[src/cpu_pkg.sv]
`default_nettype none

package cpu_pkg;

    typedef logic [31:0] word_t;     // Data, address or instruction word
    typedef logic [4:0]  reg_addr_t; // Register index

    // Primary opcodes, instr[31:26]
    localparam logic [5:0] OP_RTYPE = 6'h00;
    localparam logic [5:0] OP_JUMP  = 6'h02;
    localparam logic [5:0] OP_ADDI  = 6'h08;
    localparam logic [5:0] OP_ORI   = 6'h0d;
    localparam logic [5:0] OP_LUI   = 6'h0f;
    localparam logic [5:0] OP_LDB   = 6'h24; // Zero-extended byte
    localparam logic [5:0] OP_LDW   = 6'h23;
    localparam logic [5:0] OP_STB   = 6'h28;
    localparam logic [5:0] OP_STW   = 6'h2b;
    localparam logic [5:0] OP_HALT  = 6'h3f;

    // R-type function codes, instr[5:0]
    localparam logic [5:0] FN_MUL = 6'h18; // Low 32 bits of product
    localparam logic [5:0] FN_ADD = 6'h20;
    localparam logic [5:0] FN_SUB = 6'h22;
    localparam logic [5:0] FN_AND = 6'h24;
    localparam logic [5:0] FN_OR  = 6'h25;
    localparam logic [5:0] FN_SLT = 6'h2a;

    typedef struct packed {
        logic regwrite; // WB: write dest_reg
        logic memtoreg; // WB: take load data
        logic memwrite; // MEM: store
        logic memread;  // MEM: load
        logic byteword; // MEM: 1 word, 0 byte
        logic alusrc;   // EX: second operand is imm
        logic is_mult;  // EX: multiply
    } ctrl_t;

    typedef struct packed {
        logic       valid;
        word_t      pc;
        logic [5:0] op_code;
        logic [5:0] funct_code;
        word_t      op_a;     // rs value
        word_t      op_b;     // rt value
        word_t      imm;      // Already extended
        reg_addr_t  dest_reg;
        ctrl_t      ctrl;
    } id_ex_t;

    typedef struct packed {
        logic      valid;
        word_t     result;     // ALU result or byte address
        word_t     store_data;
        reg_addr_t dest_reg;
        ctrl_t     ctrl;
        logic      halt;
    } ex_mem_t;

    typedef struct packed {
        logic      valid;
        reg_addr_t dest_reg;
        logic      regwrite;
        word_t     data;
    } mem_wb_t;

    typedef struct packed {
        logic       valid;
        logic       we;
        word_t      addr;  // Word index, not byte address
        word_t      wdata;
        logic [3:0] be;
    } mem_req_t;

    typedef enum logic [1:0] {
        FETCH_IDLE,
        FETCH_RUN,
        FETCH_HALT
    } fetch_state_t;

endpackage

`default_nettype wire

[src/mem_stage.sv]
`timescale 1ns/1ps
`default_nettype none

module mem_stage import cpu_pkg::*; (
    input  wire logic    clk,
    input  wire logic    rst,
    input  wire ex_mem_t ex_mem,
    input  wire word_t   mem_rdata,
    output mem_req_t     req,
    output mem_wb_t      wb,
    output logic         halt_retire
);

    logic [1:0] lane;
    logic [1:0] lane_q;   // Byte lane of the pending load
    logic       byte_q;   // Pending load is a byte load
    logic       memtoreg_q;
    logic       valid_q;
    reg_addr_t  dest_q;
    logic       regwrite_q;
    word_t      result_q;
    word_t      load_data;

    assign lane = ex_mem.result[1:0];

    // Byte store goes out on every lane and the enable picks one
    assign req = '{valid: ex_mem.valid && (ex_mem.ctrl.memwrite || ex_mem.ctrl.memread),
                   we:    ex_mem.ctrl.memwrite,
                   addr:  {2'b00, ex_mem.result[31:2]},
                   wdata: ex_mem.ctrl.byteword ? ex_mem.store_data
                                               : {4{ex_mem.store_data[7:0]}},
                   be:    ex_mem.ctrl.byteword ? 4'hf : (4'b0001 << lane)};

    always_ff @(posedge clk) begin
        if (rst) begin
            valid_q     <= 1'b0;
            halt_retire <= 1'b0;
        end else begin
            // Only real register writes count as writebacks
            valid_q <= ex_mem.valid && ex_mem.ctrl.regwrite && (ex_mem.dest_reg != '0);
            if (ex_mem.valid && ex_mem.halt) halt_retire <= 1'b1; // Sticky
        end
        dest_q     <= ex_mem.dest_reg;
        regwrite_q <= ex_mem.ctrl.regwrite;
        result_q   <= ex_mem.result;
        memtoreg_q <= ex_mem.ctrl.memtoreg;
        byte_q     <= !ex_mem.ctrl.byteword;
        lane_q     <= lane;
    end

    // Read data arrives the cycle after the request
    assign load_data = byte_q ? {24'h0, mem_rdata[8*lane_q +: 8]} : mem_rdata;
    assign wb = '{valid: valid_q, dest_reg: dest_q, regwrite: regwrite_q,
                  data: memtoreg_q ? load_data : result_q};

endmodule

`default_nettype wire

[config.mk]
export PLATFORM = sky130hd
export DESIGN_NAME = mem_stage
export DESIGN_NICKNAME = d
export VERILOG_FILES = /design/src/cpu_pkg.sv /design/src/mem_stage.sv
export SDC_FILE = /design/constraint.sdc
export NUM_CORES = 1
export LEC_CHECK = 0
export ABC_AREA = 1
export ABC_CLOCK_PERIOD_IN_PS = 2600
export BUFFER_PORTS_ARGS = -buffer_cell sky130_fd_sc_hd__buf_2
export CORE_MARGIN = 8
export CORE_UTILIZATION = 30
export DETAILED_ROUTE_END_ITERATION = 8
export PLACE_DENSITY = 0.69
export SLEW_MARGIN = 40
export SYNTH_ARGS = -nofsm -noshare
export SYNTH_HDL_FRONTEND = slang
export SYNTH_SLANG_ARGS = --single-unit
export TNS_END_PERCENT = 50
[constraint.sdc]
create_clock -name clk -period 2.6 [get_ports clk]
set_input_delay 0.26 -clock clk [delete_from_list [all_inputs] [get_ports clk]]
set_output_delay 0.26 -clock clk [all_outputs]
set_load 0.1 [all_outputs]
* Word level (Yosys, flattened, before mapping) *
Index checks and enable logic that the tools add are counted.

operators by class
  shift operators = 2
  mux-type cells = 4
  reductions and logical operators = 7

operators with widths
  kind                                             number
  2-to-1 mux 32 bit                                3
  variable part select 32 x 6 -> 8 bit             1
  nonzero test 5 bit                               1
  logical AND 1 bit                                4
  2-to-1 mux 4 bit                                 1
  left shift 1 x 2 -> 4 bit, first input constant  1
  zero test 1 bit                                  1
  logical OR 1 bit                                 1

word-level totals
  flip-flop bits (word level) = 44
  input port bits = 112
  output and inout bits = 110
  word-level logic and storage cells = 21

* Depth between registers and ports, before layout *
  word-level depth = 3
  mapped depth = 8
  depth with buffers taken out = 7

* Least setup slack after synthesis *
No wires, ideal clock.

  path type = register to output
  start = register byte_q
  end = output port wb[15] in the netlist's numbering
  arrival = 2,650 ps
  required time = 2,340 ps
  setup slack = -310 ps
  stages on the path, launching flop included = 4
  path buffers = 0
  cells stage by stage = dfxtp_1 -> inv_2 -> nand2_1 -> o21ai_0

RTL lines
  element                 RTL line         source
  start, declared         mem_stage.sv:16  logic byte_q;
  start signal, assigned  mem_stage.sv:47  byte_q <= !ex_mem.ctrl.byteword;
  end, declared           mem_stage.sv:10  output mem_wb_t wb,

==> results.cfg <==
[floorplan]
io_pins = 222
core_um2 = 7253
dieWidth_um = 102.5
dieHeight_um = 102.5
rows = 31
initial_core_util_pct = 30.91
die_area_um2 = 10500

[clock_network]
ctsResizeCount = 0
htree_num_levels = 2
postCtsSetupBuffers = 0
clock-sinks = 42
ctsHoldBuffers = 0
cts_tree = done
cts_buffers = 5
clk_latency_ns = 0.30
clockBufferDepth = 2
cts_root_buffer = clkbuf_8
clkTransAtPathRegs_ns = 0.10

[worst_setup_path]
endpoint_kind = primary output
crit_arrival_ns = 2.02
r2r_cells = 2
crit_type = reg -> out
worst_setup_path_start_kind = flip-flop
required_ns = 2.34
critical_path.max_fanout = 36

[yosys]
synth_area_um2 = 2242
synth_simple_gate_area_share_pct = 34.15
synth_xor_area_share_pct = 0
ys_top_cells_by_area = dfxtp_1 38%, nand2_1 26%, buf_4 15%
synthCells = 340
ys_seq_area_share_pct = 37.50
synth_compound_area_share_pct = 5.525
muxShareOfSynthArea_pct = 0
synthDominantCellAreaShare_pct = 37.50
avgSynthCellArea_um2 = 6.595
synthDistinctLibCells = 17
ys_seq_elements = 42
synth_fa_ha_area_share_pct = 0
synth_top_family_by_area = simple AND/OR/NAND/NOR gates
yosysWarnings = 0
yosys.area.top_type = dfxtp_1

[routing]
ant_nets = 0
firstDrtPassIters = 4
viasPerCell = 4.286
routed_wl_mm = 9.079
initialDrtViolationCount = 70
drc = 0
wl_per_cell_um = 14.91
vias = 2610

[power]
ir_drop_uv = 352.2
power_mw = 2.396
p_int_mw = 1.084
leakage_nw = 2.026
p_comb_share_pct = 51.7
sw_frac_of_total_pct = 54.76
seq_power_share_pct = 29.0
clkPwrFrac_pct = 19.2
power.switching_mw = 1.312
power_density_nw_per_um2 = 739.2

[global_route]
first_global_vias = 2731
grt_overflow = 0
grt_use_total_pct = 16.35
grt_max_degree = 37
grt_pass1_wl_mm = 13.21
antenna_found_initial = 0

[cells_and_area]
drive_gt1_share_pct = 45.29
layout.nets = 621
nFillCells = 765
diodes = 0
most-common-layout-cells = 211 x buf_2, 155 x nand2_1, 42 x dfxtp_1
area_growth_pct = 44.59
final_common_cell = buf_2

[sta]
slew_headroom_pct = 59.65
setup_violations = 0
whs_ns = 0.05328
hold_viol = 0
period_share_pct = 87.83
fmax_ghz = 0.4379
final_max_slew_viol_count = 0
clock_skew_ns = 0
period_minus_slack_ns = 2.283
rsz0062_at_grt = false
tightestPinTransition_ns = 0.6043

[place]
portBuffers = 217
dp_hpwl_mm = 7.749
gp_congestion = 0.8455

[min_path]
holdCritPathClass = in -> reg
worstHoldPathCells = 1

[run]
cap_violations = 0

[run_status]
status = complete, no violations
-- path summary, 6_finish.rpt --
kind,start,to,slack (ns)
hold / removal,ex_mem[6],memtoreg_q,0.05
setup reg to reg,halt_retire,halt_retire,2.01
hold reg to reg,halt_retire,halt_retire,0.51
setup / recovery,memtoreg_q,wb[5],0.32
-- metal layers --
metal / wire length (um) / global-route usage [%] / up-vias / part of all wire (%)
li1: - / - / 1332 / -
met1: 3263 / 16.27 / 1141 / 36
met2: 4835 / 31.37 / 133 / 53
met3: 924 / 6.199 / 4 / 10
met4: 57 / 3.047 / 0 / 0.63
met5: 0 / 0 / - / 0
-- cell type report --
| type | instances | area [um^2] | share of cell area (%) |
|---|---|---|---|
| repair buffers | 218 | 1184 | 36.51 |
| multi-input cells | 215 | 897.1 | 27.67 |
| flip-flops and latches | 42 | 840.8 | 25.94 |
| well taps | 99 | 123.9 | 3.821 |
| inverters | 27 | 101.3 | 3.126 |
| clock buffers | 5 | 68.82 | 2.123 |
| clock inverters | 3 | 26.28 | 0.8105 |
-- flip-flops by register name (all words and copies together) (netlist names) --
name	cells
regwrite_q	1
dest_q	5
valid_q	1
result_q	32
byte_q	1
memtoreg_q	1
halt_retire	1
-- synthesized netlist by cell type, drive strengths merged --
cell type	n
nand3	30
a21oi	12
buf	57
nand4	1
o21ai	9
nor3	1
nand2	155
nor2	4
conb	1
inv	27
dfxtp	42
o21a	1
-- critical path, stage by stage, from the launching register on --
cell and delay [ns]:
dfxtp_1 0.70, inv_2 0.42, a21oi_1 0.23, nand2_1 0.07, nand2_1 0.11, buf_12 0.18
-- through the flow --
stage / TNS, ns / instances / cell area [um^2] / util, % / setup WS (ns)
floorplan: -1.128 / 341 / 2246 / - / -0.3103
global placement: 0 / 601 / 3147 / 43.38 / 0.6209
detailed placement: 0 / 601 / 3147 / 43.38 / 0.5921
CTS: 0 / 609 / 3242 / 44.70 / 0.2508
global route: 0 / 609 / 3242 / 44.70 / 0.1036
finish: 0 / 609 / 3242 / 44.70 / 0.3165
-- power by group through the flow --
| stage | logic, mW | registers, mW | clock network, mW |
|---|---|---|---|
| after global routing | 1.29 | 0.700 | 0.512 |
| after CTS | 1.25 | 0.697 | 0.482 |
| final | 1.24 | 0.696 | 0.461 |
| after floorplan | 0.996 | 0.739 | 0 |
| after global placement | 1.24 | 0.711 | 0 |
| after detailed placement | 1.25 | 0.712 | 0 |
-- logic make-up after synthesis --
family | count (synthesis)
buffers and inverters | 84
AO/OA/AOI/OAI | 22
AND/OR/NAND/NOR | 191
flip-flops | 42
other | 1
Note: power is estimated with default switching activity, not from simulation.
