===== config.mk =====
export PLATFORM = sky130hd
export DESIGN_NAME = execute_stage
export DESIGN_NICKNAME = d
export VERILOG_FILES = /design/src/cpu_pkg.sv /design/src/execute_stage.sv
export SDC_FILE = /design/constraint.sdc
export NUM_CORES = 2
export LEC_CHECK = 0
export BUFFER_PORTS_ARGS = -buffer_cell sky130_fd_sc_hd__buf_2
export CORE_MARGIN = 3
export CORE_UTILIZATION = 60
export CTS_BUF_LIST = sky130_fd_sc_hd__clkbuf_16
export CTS_CLUSTER_SIZE = 40
export DETAILED_ROUTE_END_ITERATION = 8
export MAX_ROUTING_LAYER = met4
export PLACE_DENSITY_LB_ADDON = 0.2
export SLEW_MARGIN = 20
export SYNTH_ARGS = -nofsm -noshare
export SYNTH_HDL_FRONTEND = slang
export SYNTH_SLANG_ARGS = --single-unit

===== constraint.sdc =====
create_clock -name clk -period 26.7 [get_ports clk]
set_input_delay 2.67 -clock clk [delete_from_list [all_inputs] [get_ports clk]]
set_output_delay 2.67 -clock clk [all_outputs]
set_load 0.01 [all_outputs]

===== src/cpu_pkg.sv =====
`default_nettype none

package cpu_pkg;

    typedef logic [31:0] word_t;     // Data, address or instruction word
    typedef logic [4:0]  reg_addr_t; // Register index

    // Primary opcodes, instr[31:26]
    localparam logic [5:0] OP_RTYPE = 6'h00;
    localparam logic [5:0] OP_JUMP  = 6'h02;
    localparam logic [5:0] OP_ADDI  = 6'h08;
    localparam logic [5:0] OP_ORI   = 6'h0d;
    localparam logic [5:0] OP_LUI   = 6'h0f;
    localparam logic [5:0] OP_LDB   = 6'h24; // Zero-extended byte
    localparam logic [5:0] OP_LDW   = 6'h23;
    localparam logic [5:0] OP_STB   = 6'h28;
    localparam logic [5:0] OP_STW   = 6'h2b;
    localparam logic [5:0] OP_HALT  = 6'h3f;

    // R-type function codes, instr[5:0]
    localparam logic [5:0] FN_MUL = 6'h18; // Low 32 bits of product
    localparam logic [5:0] FN_ADD = 6'h20;
    localparam logic [5:0] FN_SUB = 6'h22;
    localparam logic [5:0] FN_AND = 6'h24;
    localparam logic [5:0] FN_OR  = 6'h25;
    localparam logic [5:0] FN_SLT = 6'h2a;

    typedef struct packed {
        logic regwrite; // WB: write dest_reg
        logic memtoreg; // WB: take load data
        logic memwrite; // MEM: store
        logic memread;  // MEM: load
        logic byteword; // MEM: 1 word, 0 byte
        logic alusrc;   // EX: second operand is imm
        logic is_mult;  // EX: multiply
    } ctrl_t;

    typedef struct packed {
        logic       valid;
        word_t      pc;
        logic [5:0] op_code;
        logic [5:0] funct_code;
        word_t      op_a;     // rs value
        word_t      op_b;     // rt value
        word_t      imm;      // Already extended
        reg_addr_t  dest_reg;
        ctrl_t      ctrl;
    } id_ex_t;

    typedef struct packed {
        logic      valid;
        word_t     result;     // ALU result or byte address
        word_t     store_data;
        reg_addr_t dest_reg;
        ctrl_t     ctrl;
        logic      halt;
    } ex_mem_t;

    typedef struct packed {
        logic      valid;
        reg_addr_t dest_reg;
        logic      regwrite;
        word_t     data;
    } mem_wb_t;

    typedef struct packed {
        logic       valid;
        logic       we;
        word_t      addr;  // Word index, not byte address
        word_t      wdata;
        logic [3:0] be;
    } mem_req_t;

    typedef enum logic [1:0] {
        FETCH_IDLE,
        FETCH_RUN,
        FETCH_HALT
    } fetch_state_t;

endpackage

`default_nettype wire


===== src/execute_stage.sv =====
`timescale 1ns/1ps
`default_nettype none

module execute_stage import cpu_pkg::*; (
    input  wire logic   clk,
    input  wire logic   rst,
    input  wire id_ex_t id_ex,
    output ex_mem_t     ex_mem
);

    word_t a;
    word_t b;
    word_t product;
    word_t result;

    assign a       = id_ex.op_a;
    assign b       = id_ex.ctrl.alusrc ? id_ex.imm : id_ex.op_b;
    assign product = a * b; // Low half only

    always_comb begin
        case (id_ex.op_code)
            OP_RTYPE: begin
                if (id_ex.ctrl.is_mult) begin
                    result = product;
                end else begin
                    case (id_ex.funct_code)
                        FN_SUB:  result = a - b;
                        FN_AND:  result = a & b;
                        FN_OR:   result = a | b;
                        FN_SLT:  result = {31'b0, $signed(a) < $signed(b)};
                        default: result = a + b; // FN_ADD
                    endcase
                end
            end
            OP_ORI:  result = a | b;
            OP_LUI:  result = b;     // Imm already in the upper half
            default: result = a + b; // addi, load and store address
        endcase
    end

    always_ff @(posedge clk) begin
        if (rst) begin
            ex_mem.valid <= 1'b0;
        end else begin
            ex_mem.valid <= id_ex.valid;
        end
        ex_mem.result     <= result;
        ex_mem.store_data <= id_ex.op_b;   // rt value, never the imm
        ex_mem.dest_reg   <= id_ex.dest_reg;
        ex_mem.ctrl       <= id_ex.ctrl;
        ex_mem.halt       <= id_ex.valid && (id_ex.op_code == OP_HALT);
    end

endmodule

`default_nettype wire


# Word level (Yosys, flattened, before mapping)
# Index checks and enable logic that the tools add are counted.
# word_totals
word_cells	31
input_bits	155
output_inout_bits	78
reg_bits	78
# op_classes
reduce_logical	2
n_mux	4
magnitude_cmp	1
multipliers	1
n_eq_ne	7
addsub	2
bitwise_logic	2
# op_table
cell	count
one-hot mux 32 bit (4 select lines)	1
one-hot mux 32 bit (3 select lines)	1
2-to-1 mux 32 bit	2
adder 32 bit	1
AND 32 bit	1
less-than comparator 32 bit	1
multiplier 32 x 32 -> 32 bit	1
bitwise OR 32 bit	1
subtractor 32 bit	1
== test 6 bit, second input constant	5
== test 6 x 4 -> 1 bit, second input constant	2
logical NOT 6 bit	1
logical AND 1 bit	1

# Longest topological paths before layout
# logic_depth
ltp_word	5
depth_mapped	32
depth_no_buf	29

# Worst setup path before layout
# OpenSTA, ideal clock, no wires.
# synth_path
path_type	in2reg
from	in id_ex[1] (netlist bit)
to	reg ex_mem[76] (netlist bit)
t_required_ns	26.567
arrival_ns	10.236
setup_ns	0.133
cell_stages	30
path_buffers	4
path_slack_ns	16.331
path_cell_list	buf_2 -> buf_2 -> buf_4 -> mux2i_1 -> clkbuf_1 -> nor2_1 -> fa_1 -> inv_1 -> fa_1 -> fa_1 -> fa_1 -> inv_1 -> fa_1 -> inv_1 -> fa_1 -> inv_1 -> fa_1 -> fa_1 -> ha_1 -> a21o_1 -> a21o_1 -> a21oi_1 -> o21ai_0 -> a221o_1 -> a21oi_1 -> o21ai_0 -> a21o_1 -> a21oi_1 -> xnor2_1 -> o221ai_1
# synth_via
elab_chain_len	5
elab_cells_between_ends	9
cone_classes	2 x add/sub; 1 x mul; 4 x mux; 2 x bitwise
# synth_rtl
element	line_no	rtl
from (decl)	execute_stage.sv:7	input wire id_ex_t id_ex,
2-to-1 mux 32 bit *	execute_stage.sv:17	assign b = id_ex.ctrl.alusrc ? id_ex.imm : id_ex.op_b;
parallel branches: the longest is 3 deep, another holds multiplier 32 x 32 -> 32 bit	-	
one-hot mux 32 bit (3 select lines) *	execute_stage.sv:21	case (id_ex.op_code)
named net result[31]	execute_stage.sv:14	word_t result;
to (decl)	execute_stage.sv:8	output ex_mem_t ex_mem
# Mark *: on every way through the listed nets, which the timed path passes.
# A chain may end at the register's enable or synchronous reset.

# Worst setup path after layout
# Same ends and word-level chain as after synthesis.

==> impl_metrics.json <==
{
  "clk_pin_slew_ns": 0.07,
  "worst_ep_required_time_ns": 26.95,
  "relSlewSlack": 0.296,
  "worst_slew_pin_slew_ns": 1.05,
  "antenna_found_initial": 2,
  "instances_no_fill": 3321,
  "largest_reg_flops": 78,
  "cp-start-kind": "input port",
  "dieWidth_microns": 200,
  "hp-class": "input port to flip-flop",
  "vias_per_cell": 6.25,
  "reg_top3": "ex_mem: 78 flops",
  "critPathCaptureType": "flip-flop",
  "grt_max_degree": 67,
  "ios": 233,
  "dp_hpwl_microns": 65800,
  "synthesis.area_sq_mm": 0.0225,
  "clock_sinks": 78,
  "yosysTopAreaCellShare": 0.364,
  "setup_slack_ns": 14.57,
  "placed_cells": 3301,
  "die_h_microns": 200,
  "layout-drive-gt1-share": 0.103,
  "row_count": 70,
  "drt_pass1_iterations": 6,
  "cpMaxStageDelayCell": "o31ai_1",
  "final_cell_mix": "inv_1, nor2_1, fa_1",
  "numCtsBuffers": 9,
  "totalNegativeSetupSlack_ns": 0,
  "syn_to_final_growth_pct": 7.74,
  "avgSynthCellArea_sq_um": 8.27,
  "io_buffers": 200,
  "synth_cell_type_count": 72,
  "drv_slew": 0,
  "critical_path_arrival_ns": 12.38,
  "syn_inst": 2725,
  "drtAntennaViolNets": 0,
  "routedWlPerCell_microns": 26.1,
  "multi_input_area_sq_mm": 0.0187,
  "synth_area_leaders": "fa_1, ha_1, inv_1",
  "period_needed_ns": 12.13,
  "crit_top_cell": "fa_1",
  "drc": 0,
  "synth_seq_cells": 78,
  "first_iter_violations": 2161,
  "clock-root-buffer": "clkbuf_16",
  "crit_type": "input port to flip-flop",
  "worst-path-buf-inv": 8,
  "crit_fanout": 25,
  "cp_top_family": "adder cells",
  "run_status": "finished, final reports clean",
  "core_area_sq_mm": 0.0368,
  "yosys.area.top_type": "fa_1",
  "post_cts_resized": 0,
  "htree_levels": 3,
  "cts_hold_buf": 0,
  "synthArstFlopShare": 0,
  "place_ws_ns": 14.43,
  "start_util": 0.612,
  "rsz0062_at_grt": "no",
  "num_vias": 20765,
  "post-route-period-util": 0.454,
  "grt_pass1_wl_microns": 130000,
  "grtUsageTotal": 0.458,
  "cap_violations": 0,
  "setup_violations": 0,
  "fillers": 3143,
  "synth-edff-count": 0,
  "synth_ff_type": "dfxtp_1",
  "ys_seq_area_frac": 0.0693,
  "max_freq_ghz": 0.0824,
  "routabilityCongestion": 1.04,
  "gr-total-overflow": 0,
  "final_common_cell": "inv_1",
  "cts_buffer_depth": 2,
  "largest-register": "ex_mem",
  "yosys_warnings": 0,
  "postCtsSetupRepairBufs": 0,
  "critPathMaxStageDelay_ns": 0.66,
  "hold_viol": 0,
  "dieArea_sq_mm": 0.0399,
  "grt_pass1_vias": 21565,
  "drt-total-wl_microns": 86700,
  "cts_tree": "built",
  "synthesis.nets": 3514,
  "regArea_sq_mm": 0.00156,
  "nets": 3633
}
## Yosys cell counts (3+ instances only)
library cell  instances
mux2_2               10
a21o_1               27
o2bb2ai_1             3
nand4_1               5
nor3_1               24
nor2_1              420
o22a_1                4
a22oi_1               6
a222oi_1              4
fa_1                410
o21ai_0              84
buf_1                 7
or3_1                 6
buf_2                 6
a21oi_1             130
o21a_1                7
and3_1                6
xnor2_1             105
a221o_1              12
o21bai_1             16
xor2_1               25
a221oi_1             28
o31ai_1               9
o211ai_1              9
a211o_1               6
ha_1                224
nor2b_1              11
nand2_1             277
nor4_1                4
mux2i_1              25
nand3_1              19
o2111ai_1             3
nand2b_1             10
inv_1               470
a31oi_1              11
clkinv_1             11
a2111oi_0             3
a211oi_1             13
o221ai_1             24
o22ai_1              14
dfxtp_1              78
o211a_1               3
inv_2                 5
clkbuf_1            115
o41ai_1               3
## routing by layer
| layer | vias to the layer above | wire length [microns] | global-route usage |
|---|---|---|---|
| li1 | 8829 | - | - |
| met1 | 10045 | 30600 | 0.540 |
| met2 | 1482 | 37400 | 0.669 |
| met3 | 409 | 11700 | 0.163 |
| met4 | 0 | 7020 | 0.290 |
| met5 | - | 0 | - |
## metrics by stage
stage	hold WS [ns]	area [sq um]	util
finish	2.38	24300	0.660
global placement	2.77	23900	0.651
global route	2.37	24300	0.660
CTS	2.37	24300	0.659
detailed placement	2.77	23900	0.651
floorplan	2.70	22500	-
## kinds of logic (layout without fill, tap and decap cells)
group                      after synthesis  count (layout)  share of synthesized area
AOI/OAI and AO/OA                      434             434                      0.128
buffers and inverters                  617             741                      0.104
other                                    0               4                          0
xor gates and xnor gates               130             130                     0.0505
DFF                                     78              78                     0.0693
adders and majority gates              634             634                      0.489
muxes                                   36              36                     0.0166
and+or+nand+nor                        796             796                      0.143
## path summary, 6_finish.rpt
| path | from | depth (start not counted) | slack [ns] | endpoint |
|---|---|---|---|---|
| setup / recovery | id_ex[1] | 30 | 14.57 | ex_mem[76] |
| hold / removal | id_ex[8] | 1 | 2.38 | ex_mem[9] |
## area by class of cell
cell class / instances / area share
clock buffer: 9 / 0.00928
multi-input combinational: 2030 / 0.770
antenna: 4 / 0.000412
timing repair buffer: 239 / 0.0533
tap: 468 / 0.0241
clock inverter: 7 / 0.00356
inverter: 486 / 0.0752
sequential: 78 / 0.0643
Power is left out: the tool's default activity adds up to more than one toggle a clock period on the data nets, which glitch-free logic cannot reach.
