File: src/cpu_pkg.sv
`default_nettype none

package cpu_pkg;

    typedef logic [31:0] word_t;     // Data, address or instruction word
    typedef logic [4:0]  reg_addr_t; // Register index

    // Primary opcodes, instr[31:26]
    localparam logic [5:0] OP_RTYPE = 6'h00;
    localparam logic [5:0] OP_JUMP  = 6'h02;
    localparam logic [5:0] OP_ADDI  = 6'h08;
    localparam logic [5:0] OP_ORI   = 6'h0d;
    localparam logic [5:0] OP_LUI   = 6'h0f;
    localparam logic [5:0] OP_LDB   = 6'h24; // Zero-extended byte
    localparam logic [5:0] OP_LDW   = 6'h23;
    localparam logic [5:0] OP_STB   = 6'h28;
    localparam logic [5:0] OP_STW   = 6'h2b;
    localparam logic [5:0] OP_HALT  = 6'h3f;

    // R-type function codes, instr[5:0]
    localparam logic [5:0] FN_MUL = 6'h18; // Low 32 bits of product
    localparam logic [5:0] FN_ADD = 6'h20;
    localparam logic [5:0] FN_SUB = 6'h22;
    localparam logic [5:0] FN_AND = 6'h24;
    localparam logic [5:0] FN_OR  = 6'h25;
    localparam logic [5:0] FN_SLT = 6'h2a;

    typedef struct packed {
        logic regwrite; // WB: write dest_reg
        logic memtoreg; // WB: take load data
        logic memwrite; // MEM: store
        logic memread;  // MEM: load
        logic byteword; // MEM: 1 word, 0 byte
        logic alusrc;   // EX: second operand is imm
        logic is_mult;  // EX: multiply
    } ctrl_t;

    typedef struct packed {
        logic       valid;
        word_t      pc;
        logic [5:0] op_code;
        logic [5:0] funct_code;
        word_t      op_a;     // rs value
        word_t      op_b;     // rt value
        word_t      imm;      // Already extended
        reg_addr_t  dest_reg;
        ctrl_t      ctrl;
    } id_ex_t;

    typedef struct packed {
        logic      valid;
        word_t     result;     // ALU result or byte address
        word_t     store_data;
        reg_addr_t dest_reg;
        ctrl_t     ctrl;
        logic      halt;
    } ex_mem_t;

    typedef struct packed {
        logic      valid;
        reg_addr_t dest_reg;
        logic      regwrite;
        word_t     data;
    } mem_wb_t;

    typedef struct packed {
        logic       valid;
        logic       we;
        word_t      addr;  // Word index, not byte address
        word_t      wdata;
        logic [3:0] be;
    } mem_req_t;

    typedef enum logic [1:0] {
        FETCH_IDLE,
        FETCH_RUN,
        FETCH_HALT
    } fetch_state_t;

endpackage

`default_nettype wire

File: src/fetch_unit.sv
`timescale 1ns/1ps
`default_nettype none

module fetch_unit import cpu_pkg::*; (
    input  wire logic     clk,
    input  wire logic     rst,
    input  wire logic     run,
    input  wire logic     grant,
    input  wire word_t    mem_rdata,
    input  wire word_t    jump_addr,
    input  wire logic     is_jump,
    input  wire logic     is_halt,
    output mem_req_t      req,
    output word_t         instr,
    output word_t         instr_pc,
    output logic          instr_valid
);

    fetch_state_t state;
    word_t        pc;
    word_t        pend_addr;  // Jump target waiting for the delay slot grant
    logic         pend_jump;
    logic         pend_halt;
    logic         granted_q;  // Word on mem_rdata is ours this cycle
    logic         redirect;
    word_t        target;

    assign redirect = is_jump | pend_jump;
    assign target   = is_jump ? jump_addr : pend_addr;

    // Read-only requests, one per cycle while running
    assign req = '{valid: (state == FETCH_RUN) && run, we: 1'b0,
                   addr: {2'b00, pc[31:2]}, wdata: '0, be: 4'hf};

    assign instr       = mem_rdata;
    assign instr_valid = granted_q;

    always_ff @(posedge clk) begin
        if (rst) begin
            state     <= FETCH_IDLE;
            pc        <= '0;
            pend_jump <= 1'b0;
            pend_halt <= 1'b0;
            granted_q <= 1'b0;
        end else begin
            granted_q <= grant && req.valid;
            if (state == FETCH_IDLE && run) state <= FETCH_RUN;
            if (grant && req.valid) begin
                instr_pc  <= pc;                         // Tag for decode
                pc        <= redirect ? target : pc + 32'd4; // Delay slot just went out
                pend_jump <= 1'b0;
                if (is_halt || pend_halt) state <= FETCH_HALT;
                pend_halt <= 1'b0;
            end else begin
                if (is_jump) begin
                    pend_jump <= 1'b1;
                    pend_addr <= jump_addr;
                end
                if (is_halt) pend_halt <= 1'b1;
            end
        end
    end

endmodule

`default_nettype wire

File: config.mk
export PLATFORM = sky130hd
export DESIGN_NAME = fetch_unit
export DESIGN_NICKNAME = d
export VERILOG_FILES = /design/src/cpu_pkg.sv /design/src/fetch_unit.sv
export SDC_FILE = /design/constraint.sdc
export NUM_CORES = 1
export LEC_CHECK = 0
export ABC_CLOCK_PERIOD_IN_PS = 3290
export BUFFER_PORTS_ARGS = -buffer_cell sky130_fd_sc_hd__buf_2
export CAP_MARGIN = 15
export CORE_MARGIN = 2
export CORE_UTILIZATION = 44
export DETAILED_ROUTE_END_ITERATION = 6
export PLACE_DENSITY = 0.76
export SLEW_MARGIN = 10
export SYNTH_ARGS = -nofsm -noshare
export SYNTH_HDL_FRONTEND = slang
export SYNTH_SLANG_ARGS = --single-unit
File: constraint.sdc
create_clock -name clk -period 3.29 [get_ports clk]
set_input_delay 0.658 -clock clk [delete_from_list [all_inputs] [get_ports clk]]
set_output_delay 0.658 -clock clk [all_outputs]
set_load 0.01 [all_outputs]
Yosys cells after proc, flatten, opt, wreduce, memory -nomap -nowiden --
Cells that the tools add are included.
Storage, ports and cells: output and inout port bits 135, bits of input ports 70, flip-flop bits (word level) 101
Cells by class: eq/ne operators 1, multiplexer cells 5, add/subtract/negate cells 1, bitwise logic cells 3, reduce and logical (&&, ||, !) cells 8
Operators with widths (number):
- two-way mux 32 bit | 2
- adder 32 x 3 -> 32 bit, second input constant | 1
- two-way mux 2 bit | 3
- AND reduction 2 bit | 2
- logical AND 1 bit | 3
- == test 2 x 1 -> 1 bit, second input constant | 1
- zero test 2 bit | 1
- NOT 1 bit | 2
- OR reduction 2 bit | 1
- logical OR 1 bit | 1
- bitwise OR 1 bit | 1

Depth between registers and ports, before layout --
word-level depth 5, depth in mapped cells 8

Worst setup path after synthesis --
No wires, ideal clock.
kind input port to flip-flop, start point input port run, end point register pend_addr[0] (enable), setup time 421 ps, arrival 2702 ps, slack 167 ps, stages on the path 5, path buffers 3, required time 2869 ps, path through and4b_1 -> clkbuf_1 -> clkbuf_1 -> clkbuf_1 -> nor2_1
On the way: longest elaborated chain between the ends 4
Ends and longest elaborated chain:
- from (decl) | line fetch_unit.sv:7 | input wire logic run,
- logical AND 1 bit | line fetch_unit.sv:32 | assign req = '{valid: (state == FETCH_RUN) && run, we: 1'b0,
- logical AND 1 bit | line fetch_unit.sv:48 | if (grant && req.valid) begin
- NOT 1 bit (no line)
- AND reduction 2 bit (no line)
- to (signal assigned) | line fetch_unit.sv:57 | pend_addr <= jump_addr;
- to (decl) | line fetch_unit.sv:21 | word_t pend_addr;
Every way passes these cells. A chain may end at the register's enable or synchronous reset.

Worst setup path in the final report --
start point register pc[10], end point register pc[31]
On the way: longest elaborated chain between the ends 2
Ends and longest elaborated chain:
- from (decl) | line fetch_unit.sv:20 | word_t pc;
- from (signal assigned) | line fetch_unit.sv:50 | pc <= redirect ? target : pc + 32'd4;
- adder 32 x 3 -> 32 bit | line fetch_unit.sv:50
- two-way mux 32 bit | line fetch_unit.sv:50
Every way passes these cells.

==> results.md <==
* Run status: finished, violations left
* Failing checks: DRC
* Final instance area at ~5600 µm²
* Die X at 113 µm
* Synth Area in Adders at 0.00238
* Largest net degree at the start of global routing at 40
* Initial antenna violation count at 0
* CP required at between 3 and 4 ns
* Grt total ovfl at 0
* Gpl congestion at 0.871
* Minimum clock period at 2.30 ns
* CORE AREA at 11500 µm²
* Ys Warns at 0
* Largest family of logic cells by synthesized area: buffers and inverters
* Worst slack at placement at ~0.65 ns
* Crit path max fanout at 16
* Max-slew violations at 0
* Sink Count at 101
* CP startpoint kind: flip-flop
* PortBufs at 101
* # H-tree levels at 3
* Avg WL per Cell at 17.6 µm
* Post-synthesis cell count at between 500 and 600
* Filler cells at 1072
* Die height at about 110 µm
* Worst Skew at 0.0110 ns
* Biggest cell delay along the critical path at 0.55 ns
* Antenna viol nets, final at 0
* Fmax at 435 MHz
* Setup ws final at ~0.99 ns
* Syn_area_per_cell at 10.4 µm²
* Number of distinct library cells after synthesis at 51
* Clock buffer count from CTS at 9
* Hold crit path type: flip-flop to flip-flop
* Nets at 603
* Vias at between 3000 and 4000
* Clk buf depth at 2
* CP max stage cell: nor3_4
* Fin crit share at 0.698
* Die area at 12800 µm²
* CP arrival at 2.56 ns
* Delay-heaviest family, CP: simple AND/OR/NAND/NOR gates
* Share of cells above drive strength 1 at 0.308
* Starting density of the core at 0.456
* CP Capture Type: flip-flop
* Vias/cell at 5.49
* Root buffer cell: clkbuf_16
* Clock-pin slew on the worst setup and hold paths at 0.06 ns
* Simple-Gate Fraction of Synth Area at 0.143
* # diodes at 0
* Leakage at 0.00220 µW
* # rows at 39
* Overall power at 2740 µW
* Final wirelength at 11900 µm
* Slew @ Worst Pin at slightly above 0.8 ns
* Iteration-0 DRC count of the detailed router at 328
* Final TNS setup at 0 ns
* PwrDens at 493 nW/µm²
* Placed Area at 5280 µm²
* Register area share after synthesis at 0.507
* Clock Latency Late Sink at between 0.3 and 0.4 ns
* Main flop type after synthesis: edfxtp_1
* Compound-gate portion of the synthesized area at 0.100
* Final Hold Violating Endpoints at 0
* EDFF count, synth at 64
* Detailed placement HPWL at 8360 µm
* Asr flop ratio synth at 0
* Post-synthesis xor/xnor area fraction at 0
* Max-cap violations at 0
* # setup viols final at 0
* First-pass GRT wire length at 18300 µm
* Number of synthesized register bits at 101
* Vias in the first global route at around 3400
* WHS at 0.445 ns
* Mux cell area share after synthesis at 0.0744
* CTS Hold Bufs at 0
* Slew margin rel. at 0.458
* Setup bufs post-CTS at 0
* RSZ-0062 raised after global routing: no
* Crit path buf inv count at 0
* WS Path Type: flip-flop to flip-flop
* Area growth, synth to finish at 6.05%
* Synthesized cell area at 5250 µm²
* I/O Pins at 205
* CTS tree: yes
* Gr usage total at 0.184
* PostCTS Resize Cnt at 0
* DR pass1 iterations at 7
* Drc violations at 8
* VDD IR max at 0.238 mV
* Crit path cell chain: nand4_2 -> nor3_4 -> nand3_2 -> or4_4 -> a41oi_2
[synthesized netlist by cell type (2+ instances only)]
library cell    n  share of area
buf_4         101           0.14
edfxtp_1       64           0.37
dfxtp_1        37           0.14
nor2_1         34          0.024
mux2_2         32          0.069
nand2_1        28          0.020
o21ai_0        27          0.026
a21oi_1        26          0.025
clkbuf_1       20          0.014
nor3_1         19          0.018
nand3_1        16          0.015
and3_1         11          0.013
nand4_1        10          0.012
a31oi_1         7         0.0083
buf_2           7         0.0067
inv_1           6         0.0043
a211oi_1        5         0.0072
or3_1           4         0.0048
a221oi_1        3         0.0050
and4_1          3         0.0050
mux2i_1         3         0.0057
o31ai_1         3         0.0043
or4_1           3         0.0043
a22oi_1         2         0.0029
a311o_1         2         0.0038
a41oi_1         2         0.0033
and2_0          2         0.0024
and2_1          2         0.0024
conb_1          2         0.0014
nor4_1          2         0.0024
[worst paths after layout]
path | startpoint | to | slack (ns) | cells past startpoint
worst max register to register | pc[10] | pc[31] | 0.99 | 5
worst max-delay path | pc[10] | pc[31] | 0.99 | 5
worst min register to register | pc[1] | instr_pc[1] | 0.44 | 0
worst min-delay path | pc[1] | instr_pc[1] | 0.44 | 0
[state kept, by name (all words and copies together), names as in the netlist]
signal	cells
state	2
instr_pc	32
pend_halt	1
pend_addr	32
pc	32
instr_valid	1
pend_jump	1
[layer usage]
metal | GRT usage | share of wire
met1 | 0.238 | 0.41
met2 | 0.287 | 0.47
met3 | 0.0380 | 0.075
met4 | 0.106 | 0.039
met5 | 0 | 0
[final cells by class]
class / count / area, µm² / share of cell area
multi-input cells: 304 / 1840 / 0.330
well taps: 143 / 179 / 0.0321
repair buffers: 110 / 573 / 0.103
clock inverters: 4 / 48.8 / 0.00877
clock buffers: 11 / 243 / 0.0436
inverters: 6 / 22.5 / 0.00405
flip-flops and latches: 101 / 2660 / 0.478
[through the flow]
stage | util | std cells
2_1_floorplan | - | 541
3_3_place_gp | 0.458 | 664
3_5_place_dp | 0.458 | 664
4_1_cts | 0.483 | 679
5_1_grt | 0.483 | 679
6_report | 0.483 | 679
[kinds of logic after synthesis]
| family | after synthesis |
|---|---|
| adders and majority gates | 1 |
| muxes | 35 |
| other | 2 |
| DFF | 101 |
| and+or+nand+nor | 144 |
| buffers and inverters | 136 |
| AOI/OAI and AO/OA | 85 |
[power breakdown]
group          leakage [µW]  switching, µW  internal (µW)
registers          0.000928           33.2           1400
clock network      0.000135            451            604
logic               0.00113            156           93.3
[cell usage in the layout (no fill, tap or decap), types with 2 or more instances in the layout]
cell / instances
buf_2: 101
and4_1: 3
clkbuf_16: 9
dfxtp_1: 37
and2_1: 2
nor2_2: 2
clkinvlp_4: 2
or3_1: 4
nand3_1: 16
a31oi_1: 7
a211oi_1: 5
conb_1: 39
and3_1: 11
or4_1: 3
buf_4: 9
inv_1: 6
nor4_1: 2
a41oi_1: 2
and2_0: 2
edfxtp_1: 64
mux2_2: 32
o21ai_0: 27
nor2_1: 31
a311o_1: 2
nor3_1: 19
o31ai_1: 3
nand4_1: 10
a22oi_1: 2
mux2i_1: 3
a21oi_1: 26
a221oi_1: 3
nand2_1: 28
No activity file was read; power rests on OpenSTA's default activity.
