<file path="config.mk">
export PLATFORM = sky130hd
export DESIGN_NAME = register_file
export DESIGN_NICKNAME = d
export VERILOG_FILES = /design/src/cpu_pkg.sv /design/src/register_file.sv
export SDC_FILE = /design/constraint.sdc
export NUM_CORES = 2
export LEC_CHECK = 0
export ABC_AREA = 1
export BUFFER_PORTS_ARGS = -buffer_cell sky130_fd_sc_hd__buf_2
export CORE_MARGIN = 5
export CORE_UTILIZATION = 34
export CTS_BUF_LIST = sky130_fd_sc_hd__clkbuf_8 sky130_fd_sc_hd__clkbuf_16
export CTS_CLUSTER_SIZE = 40
export DETAILED_ROUTE_END_ITERATION = 8
export PLACE_DENSITY = 0.5
export SLEW_MARGIN = 15
export SYNTH_ARGS = -nofsm -noshare
export SYNTH_HDL_FRONTEND = slang
export SYNTH_SLANG_ARGS = --single-unit
export TNS_END_PERCENT = 30
</file>
<file path="constraint.sdc">
create_clock -name clk -period 3 [get_ports clk]
set_input_delay 0.3 -clock clk [delete_from_list [all_inputs] [get_ports clk]]
set_output_delay 0.3 -clock clk [all_outputs]
set_load 0.1 [all_outputs]
</file>
<file path="src/cpu_pkg.sv">
`default_nettype none

package cpu_pkg;

    typedef logic [31:0] word_t;     // Data, address or instruction word
    typedef logic [4:0]  reg_addr_t; // Register index

    // Primary opcodes, instr[31:26]
    localparam logic [5:0] OP_RTYPE = 6'h00;
    localparam logic [5:0] OP_JUMP  = 6'h02;
    localparam logic [5:0] OP_ADDI  = 6'h08;
    localparam logic [5:0] OP_ORI   = 6'h0d;
    localparam logic [5:0] OP_LUI   = 6'h0f;
    localparam logic [5:0] OP_LDB   = 6'h24; // Zero-extended byte
    localparam logic [5:0] OP_LDW   = 6'h23;
    localparam logic [5:0] OP_STB   = 6'h28;
    localparam logic [5:0] OP_STW   = 6'h2b;
    localparam logic [5:0] OP_HALT  = 6'h3f;

    // R-type function codes, instr[5:0]
    localparam logic [5:0] FN_MUL = 6'h18; // Low 32 bits of product
    localparam logic [5:0] FN_ADD = 6'h20;
    localparam logic [5:0] FN_SUB = 6'h22;
    localparam logic [5:0] FN_AND = 6'h24;
    localparam logic [5:0] FN_OR  = 6'h25;
    localparam logic [5:0] FN_SLT = 6'h2a;

    typedef struct packed {
        logic regwrite; // WB: write dest_reg
        logic memtoreg; // WB: take load data
        logic memwrite; // MEM: store
        logic memread;  // MEM: load
        logic byteword; // MEM: 1 word, 0 byte
        logic alusrc;   // EX: second operand is imm
        logic is_mult;  // EX: multiply
    } ctrl_t;

    typedef struct packed {
        logic       valid;
        word_t      pc;
        logic [5:0] op_code;
        logic [5:0] funct_code;
        word_t      op_a;     // rs value
        word_t      op_b;     // rt value
        word_t      imm;      // Already extended
        reg_addr_t  dest_reg;
        ctrl_t      ctrl;
    } id_ex_t;

    typedef struct packed {
        logic      valid;
        word_t     result;     // ALU result or byte address
        word_t     store_data;
        reg_addr_t dest_reg;
        ctrl_t     ctrl;
        logic      halt;
    } ex_mem_t;

    typedef struct packed {
        logic      valid;
        reg_addr_t dest_reg;
        logic      regwrite;
        word_t     data;
    } mem_wb_t;

    typedef struct packed {
        logic       valid;
        logic       we;
        word_t      addr;  // Word index, not byte address
        word_t      wdata;
        logic [3:0] be;
    } mem_req_t;

    typedef enum logic [1:0] {
        FETCH_IDLE,
        FETCH_RUN,
        FETCH_HALT
    } fetch_state_t;

endpackage

`default_nettype wire

</file>
<file path="src/register_file.sv">
`timescale 1ns/1ps
`default_nettype none

module register_file import cpu_pkg::*; (
    input  wire logic      clk,
    input  wire logic      rst,
    input  wire reg_addr_t rd_addr1,
    input  wire reg_addr_t rd_addr2,
    input  wire mem_wb_t   wb,
    output word_t          rd_data1,
    output word_t          rd_data2
);

    word_t regs [32];
    logic  wr_en;

    assign wr_en = wb.valid && wb.regwrite && (wb.dest_reg != '0);

    always_ff @(posedge clk) begin
        if (rst) begin
            for (int i = 0; i < 32; i++) regs[i] <= '0;
        end else if (wr_en) begin
            regs[wb.dest_reg] <= wb.data;
        end
    end

    // r0 reads zero, same-cycle write passes straight through
    assign rd_data1 = (rd_addr1 == '0) ? '0 :
                      (wr_en && wb.dest_reg == rd_addr1) ? wb.data : regs[rd_addr1];
    assign rd_data2 = (rd_addr2 == '0) ? '0 :
                      (wr_en && wb.dest_reg == rd_addr2) ? wb.data : regs[rd_addr2];

endmodule

`default_nettype wire

</file>
Word-level counts from Yosys, hierarchy flattened
Memory sizes are Yosys's and may differ from the RTL's.
Cells that the tools add are included.
W data, S select, Z words.
- register bits after elaboration: 0
- bits in writable memories: 1024
- output and inout port bits: 64
- logic and storage cells: 23
- memories kept: 1
- memories (memory ; words ; bits a word ; read ports ; clocked after Yosys merged registers in ; write ports ; line ; text):
    regs ; 32 ; 32 ; 2 ; 0 ; 32 ; register_file.sv:14 ; word_t regs [32];
- equality and inequality tests: 2
- multiplexer cells: 12
- reduce and logical (&&, ||, !) cells: 8
- operators with widths (cell ; count):
    $mux W32 ; 5
    $reduce_or A32 Y1 ; 1
    $eq A5 B5 Y1 ; 2
    $logic_not A5 Y1 ; 2
    $mux W1 ; 6
    $mux W5 ; 1
    $reduce_bool A5 Y1 ; 1
    $logic_and A1 B1 Y1 ; 4

Depth between registers and ports, before layout
- word-level depth: 7
- mapped depth: 14
- gate-level depth less buffers: 11

Worst setup path after synthesis
OpenSTA, ideal clock, no wires.
- kind: input -> output
- start: input port rd_addr1[0]
- end: output port rd_data1[13]
- data arrival time: 2920 ps
- setup slack: -220 ps
- cell stages on the path: 10
- path buffers: 4
- cells stage by stage: buf_4 > inv_2 > buf_2 > nand2_1 > nand4_1 > nor3_4 > nand2_4 > buf_6 > buf_4 > a21oi_1
- cells in the longest elaborated chain, start to end: 4
- elaborated cells between the ends (all ways): 6
- those cells by class: eq/ne (1); mux (2); reduce/logical (2); memory (1)
- ends and longest elaborated chain (element ; line ; text):
    start, declared ; register_file.sv:7 ; input wire reg_addr_t rd_addr1,
    branches (longest 3 deep; another with $mem_v2 Z32 W32) ; n/a ;
    $mux W32 (*) ; register_file.sv:28 ; assign rd_data1 = (rd_addr1 == '0) ? '0 :
    end, declared ; register_file.sv:10 ; output word_t rd_data1,
Mark *: on every way between the ends.

==> flow_results.org <==
** Cells and area
- The largest registers in the layout are regs (1024).
- # nets final :: about 7.4k
- Once layout is complete, the cells apart from fillers number 9769.
- Of the cells placed in the final design, the portion with a size suffix greater than 1 is between 10% and 20%.
- Compared with the post-synthesis result, the final layout area differs by 16.6%.
- Max reg flops :: between 1k and 1.5k
- More flip-flops sit in one register than any other, and that register is regs.

** Logic synthesis
- Yosys mapped the design onto 27 distinct sky130hd cell types.
- Yosys mapped a number of flops with a built-in enable equal to 1024.
- In the synthesized netlist, the number of instances is roughly 7.4k.
- Top post-synthesis cells by count :: sky130_fd_sc_hd__nand2_1, sky130_fd_sc_hd__nor2_1, sky130_fd_sc_hd__edfxtp_1
- Share of synthesized area occupied by flip-flops and latches :: 52.6%
- Cell with the most instances after synthesis :: sky130_fd_sc_hd__nand2_1
- Synth Flop Type :: sky130_fd_sc_hd__edfxtp_1
- Avg Cell Area, Syn :: 7.92 sq um
- Summing every instance area after synthesis gives 58500 sq um.
- Portion of synthesized cell area occupied by the leading cell type :: around 53%
- Flip-flop and latch count after synthesis :: 1024
- Of all flip-flops after synthesis, the portion carrying an async set or reset was 0%.
- Most area-hungry cell type in the Yosys netlist :: sky130_fd_sc_hd__edfxtp_1
- Synth top area cells :: sky130_fd_sc_hd__edfxtp_1, sky130_fd_sc_hd__nand2_1, sky130_fd_sc_hd__nor2_1
- The Yosys step of the flow raised 0 warnings.

** Detailed routing
- 1st-iter DRT viols :: approximately 7.4k
- Number of routed nets with antenna violations :: 0
- For this run, design rule violations remaining after detail routing come to 0.
- The routed design has ~250 mm of wire.
- Detailed-route vias per instance :: between 5 and 6
- Initial DRT Pass Iterations :: 6
- Detailed routing inserted a total of 54.1k vias.
- Routed wire per std cell :: 25.9 microns

** Global route
- Entering global routing, the biggest net connects 103 pins.
- The total overflow left after global routing is 0.
- Number of antenna violations at the first check in global routing :: 9
- The number of global-route vias before repair is between 50k and 60k.
- Wire length of the first global-routing pass :: about 360 mm
- Overall track demand over capacity in global routing :: 27.2%

** STA
- Sum of negative setup slack :: 0 ns
- The worst pin sits at a relative slew slack of 44.4%.
- Final critical path time including I/O delays and setup :: ~3.0 ns
- Max Clk Rate :: around 340 MHz
- Number of pins exceeding their max-slew limit in the final report :: 0
- RSZ-0062 raised after global routing :: false
- At the pin with the least slew margin, the transition time is around 0.83 ns.
- Hold violation count in the final report :: 0
- WHS :: ~0.12 ns
- Setup violations remaining at the end of the flow were counted as 0.
- Final period utilization :: between 90% and 100%

** Floorplanning
- The floorplan step defined a die boundary enclosing 180000 sq um.
- In this run the count of I/O pins placed on the die edge is 115.
- The floorplan step set the die width to 425 microns.
- Core outline area :: 171000 sq um
- Die Y-Extent :: 425 microns
- The initial utilization of the core area, before any placement, comes to 34.1%.
- The floorplan has 152 rows.

** Pwr
- VDD sags by at most 0.448 mV.
- Dividing total power by cell area gives a power density of 561 nW/um^2.
- Leakage component of the power :: 28.6 nW
- The design draws 0.0382 W.

** Clock network
- TritonCTS built the clock tree.
- H-tree lvl count :: 3
- Clock-pin slew was measured on the worst setup and hold paths at 0.06 ns.
- Postcts setup bufs :: 0
- The clock passes through at most 3 buffers.
- The cell sitting at the root of the clock tree is a sky130_fd_sc_hd__clkbuf_16.
- The clock drives 1024 sinks.
- The number of clock buffers added by TritonCTS is ~120.

** Worst setup path
- On the critical path the largest part of the delay comes from simple AND/OR/NAND/NOR gates.
- STA puts the critical path data required time at 2.70 ns.
- In this design, the stage delay of the slowest critical-path cell is 0.34 ns.
- Among all stages on the critical path, the largest delay is contributed by sky130_fd_sc_hd__a21oi_1.
- Together, buffers and inverters on the worst path number 2.
- Start-to-end type of the worst setup path :: reg -> out
- At the worst endpoint, the arrival time is approximately 2.7 ns.
- The critical path starts at regs[29][6].
- The most critical setup path has its endpoint at rd_data2[6].
- The critical path runs through a total of 9 cells.
- The worst setup path is captured at an output port.
- Worst path cell trace :: inv_1, a21oi_1, o21ai_0, nand3_1, nand3_1, nand2_1, nand2_1, a21oi_1, buf_12
- Of all nets on the critical path, the largest fanout is 2.
- The worst setup path is launched from a register.

** Min path
- Path class of the lowest-slack min-delay path :: in -> reg

** Status
- The flow ran to the end, and the final reports show no timing, DRC or antenna violations.

** Place
- Port-buffer cells :: between 100 and 150
- The number of placed instances, taps included, is 9542.
- Summed over all nets, the half-perimeter wirelength after detailed placement is approximately 160 mm.
- The congestion estimate from routability-driven global placement came to 0.916.

** Run
- Max-cap violations in this run came to 0.
-- cells by family (layout without fill, tap and decap cells) --
family / Yosys count / in the layout / synth area share, %
simple gates: 4212 / 4212 / 29.5
buf+inv: 1230 / 1274 / 9.12
flops: 1024 / 1024 / 52.6
compound gates: 906 / 906 / 8.64
xor+xnor: 5 / 5 / 0.0749
other cells: 1 / 38 / 0.00642
-- cell usage in the layout (no fill, tap or decap), types with 6 or more instances in the layout --
cell                        synthesis  layout
sky130_fd_sc_hd__buf_2            162      42
sky130_fd_sc_hd__o211ai_1         207     207
sky130_fd_sc_hd__conb_1             1      32
sky130_fd_sc_hd__o21ai_1           13      14
sky130_fd_sc_hd__clkinv_2           0      32
sky130_fd_sc_hd__diode_2            0       6
sky130_fd_sc_hd__clkinv_1           3      36
sky130_fd_sc_hd__bufinv_16          0      13
sky130_fd_sc_hd__nor3_1             7       7
sky130_fd_sc_hd__nand3_1          994     986
sky130_fd_sc_hd__or2_2             53      53
sky130_fd_sc_hd__buf_12             0     181
sky130_fd_sc_hd__nor2_1          1422    1416
sky130_fd_sc_hd__clkbuf_16          0     119
sky130_fd_sc_hd__nand2_1         1725    1657
sky130_fd_sc_hd__a21oi_2            0       9
sky130_fd_sc_hd__edfxtp_1        1024    1024
sky130_fd_sc_hd__o21ai_0          420     419
sky130_fd_sc_hd__inv_1            583     595
sky130_fd_sc_hd__buf_4              3     236
sky130_fd_sc_hd__a21oi_1          266     257
sky130_fd_sc_hd__nand3_2            0       7
sky130_fd_sc_hd__nand2_2            0      68
-- area by class of cell --
type                            instances  area (sq um)
Antenna cell                            6          15.0
Inverter                              589          2240
Tap cell                             2310          2890
Sequential cell                      1024         30700
Fill cell                           17200        103000
Timing Repair Buffer                  465          5680
Clock buffer                          119          2980
Multi-Input combinational cell       5155         22800
Clock inverter                        101           812
-- per-stage QoR --
step	setup slack [ns]	instance area, sq um	util, %
finish	0.0186	68100	39.8
global route	0.00189	68100	39.8
CTS	0.00159	68100	39.7
detailed placement	0.173	64300	37.5
global placement	0.159	64300	37.5
floorplan	-0.220	58600	-
-- metal layers --
metal | track usage (%) | share of wire [%] | up-vias
met5 | 0 | 0 | -
met4 | 13.4 | 5.4 | 0
met3 | 5.30 | 9.9 | 559
met2 | 42.6 | 45 | 3033
met1 | 36.1 | 40 | 26300
li1 | - | - | 24200
-- timing repair --
action / CTS / global route
gates resized for setup: 3 / 15
hold endpoints to repair: 5 / 0
pin swaps: 0 / 2
endpoints found under the setup margin: 3 / 14
hold buffers: 1 / 0
-- power by group --
part           leakage [nW]  internal, W  switching, W
sequential             9.74       0.0165      0.000325
combinational          16.9      0.00199       0.00490
clock                  1.94      0.00826       0.00627
total                  28.6       0.0267        0.0115
-- how the worst min path moves through the flow --
stage,cells past startpoint,startpoint,slack [ns],endpoint
after floorplan,2,wb[10],0.54,regs[5][10]
after global placement,3,wb[28],0.75,regs[26][28]
after detailed placement,3,wb[28],0.76,regs[27][28]
after CTS,2,rst,0.08,regs[0][29]
after global routing,2,rst,0.11,regs[0][23]
final,2,rst,0.12,regs[0][18]
No activity file was read; power rests on OpenSTA's default activity.
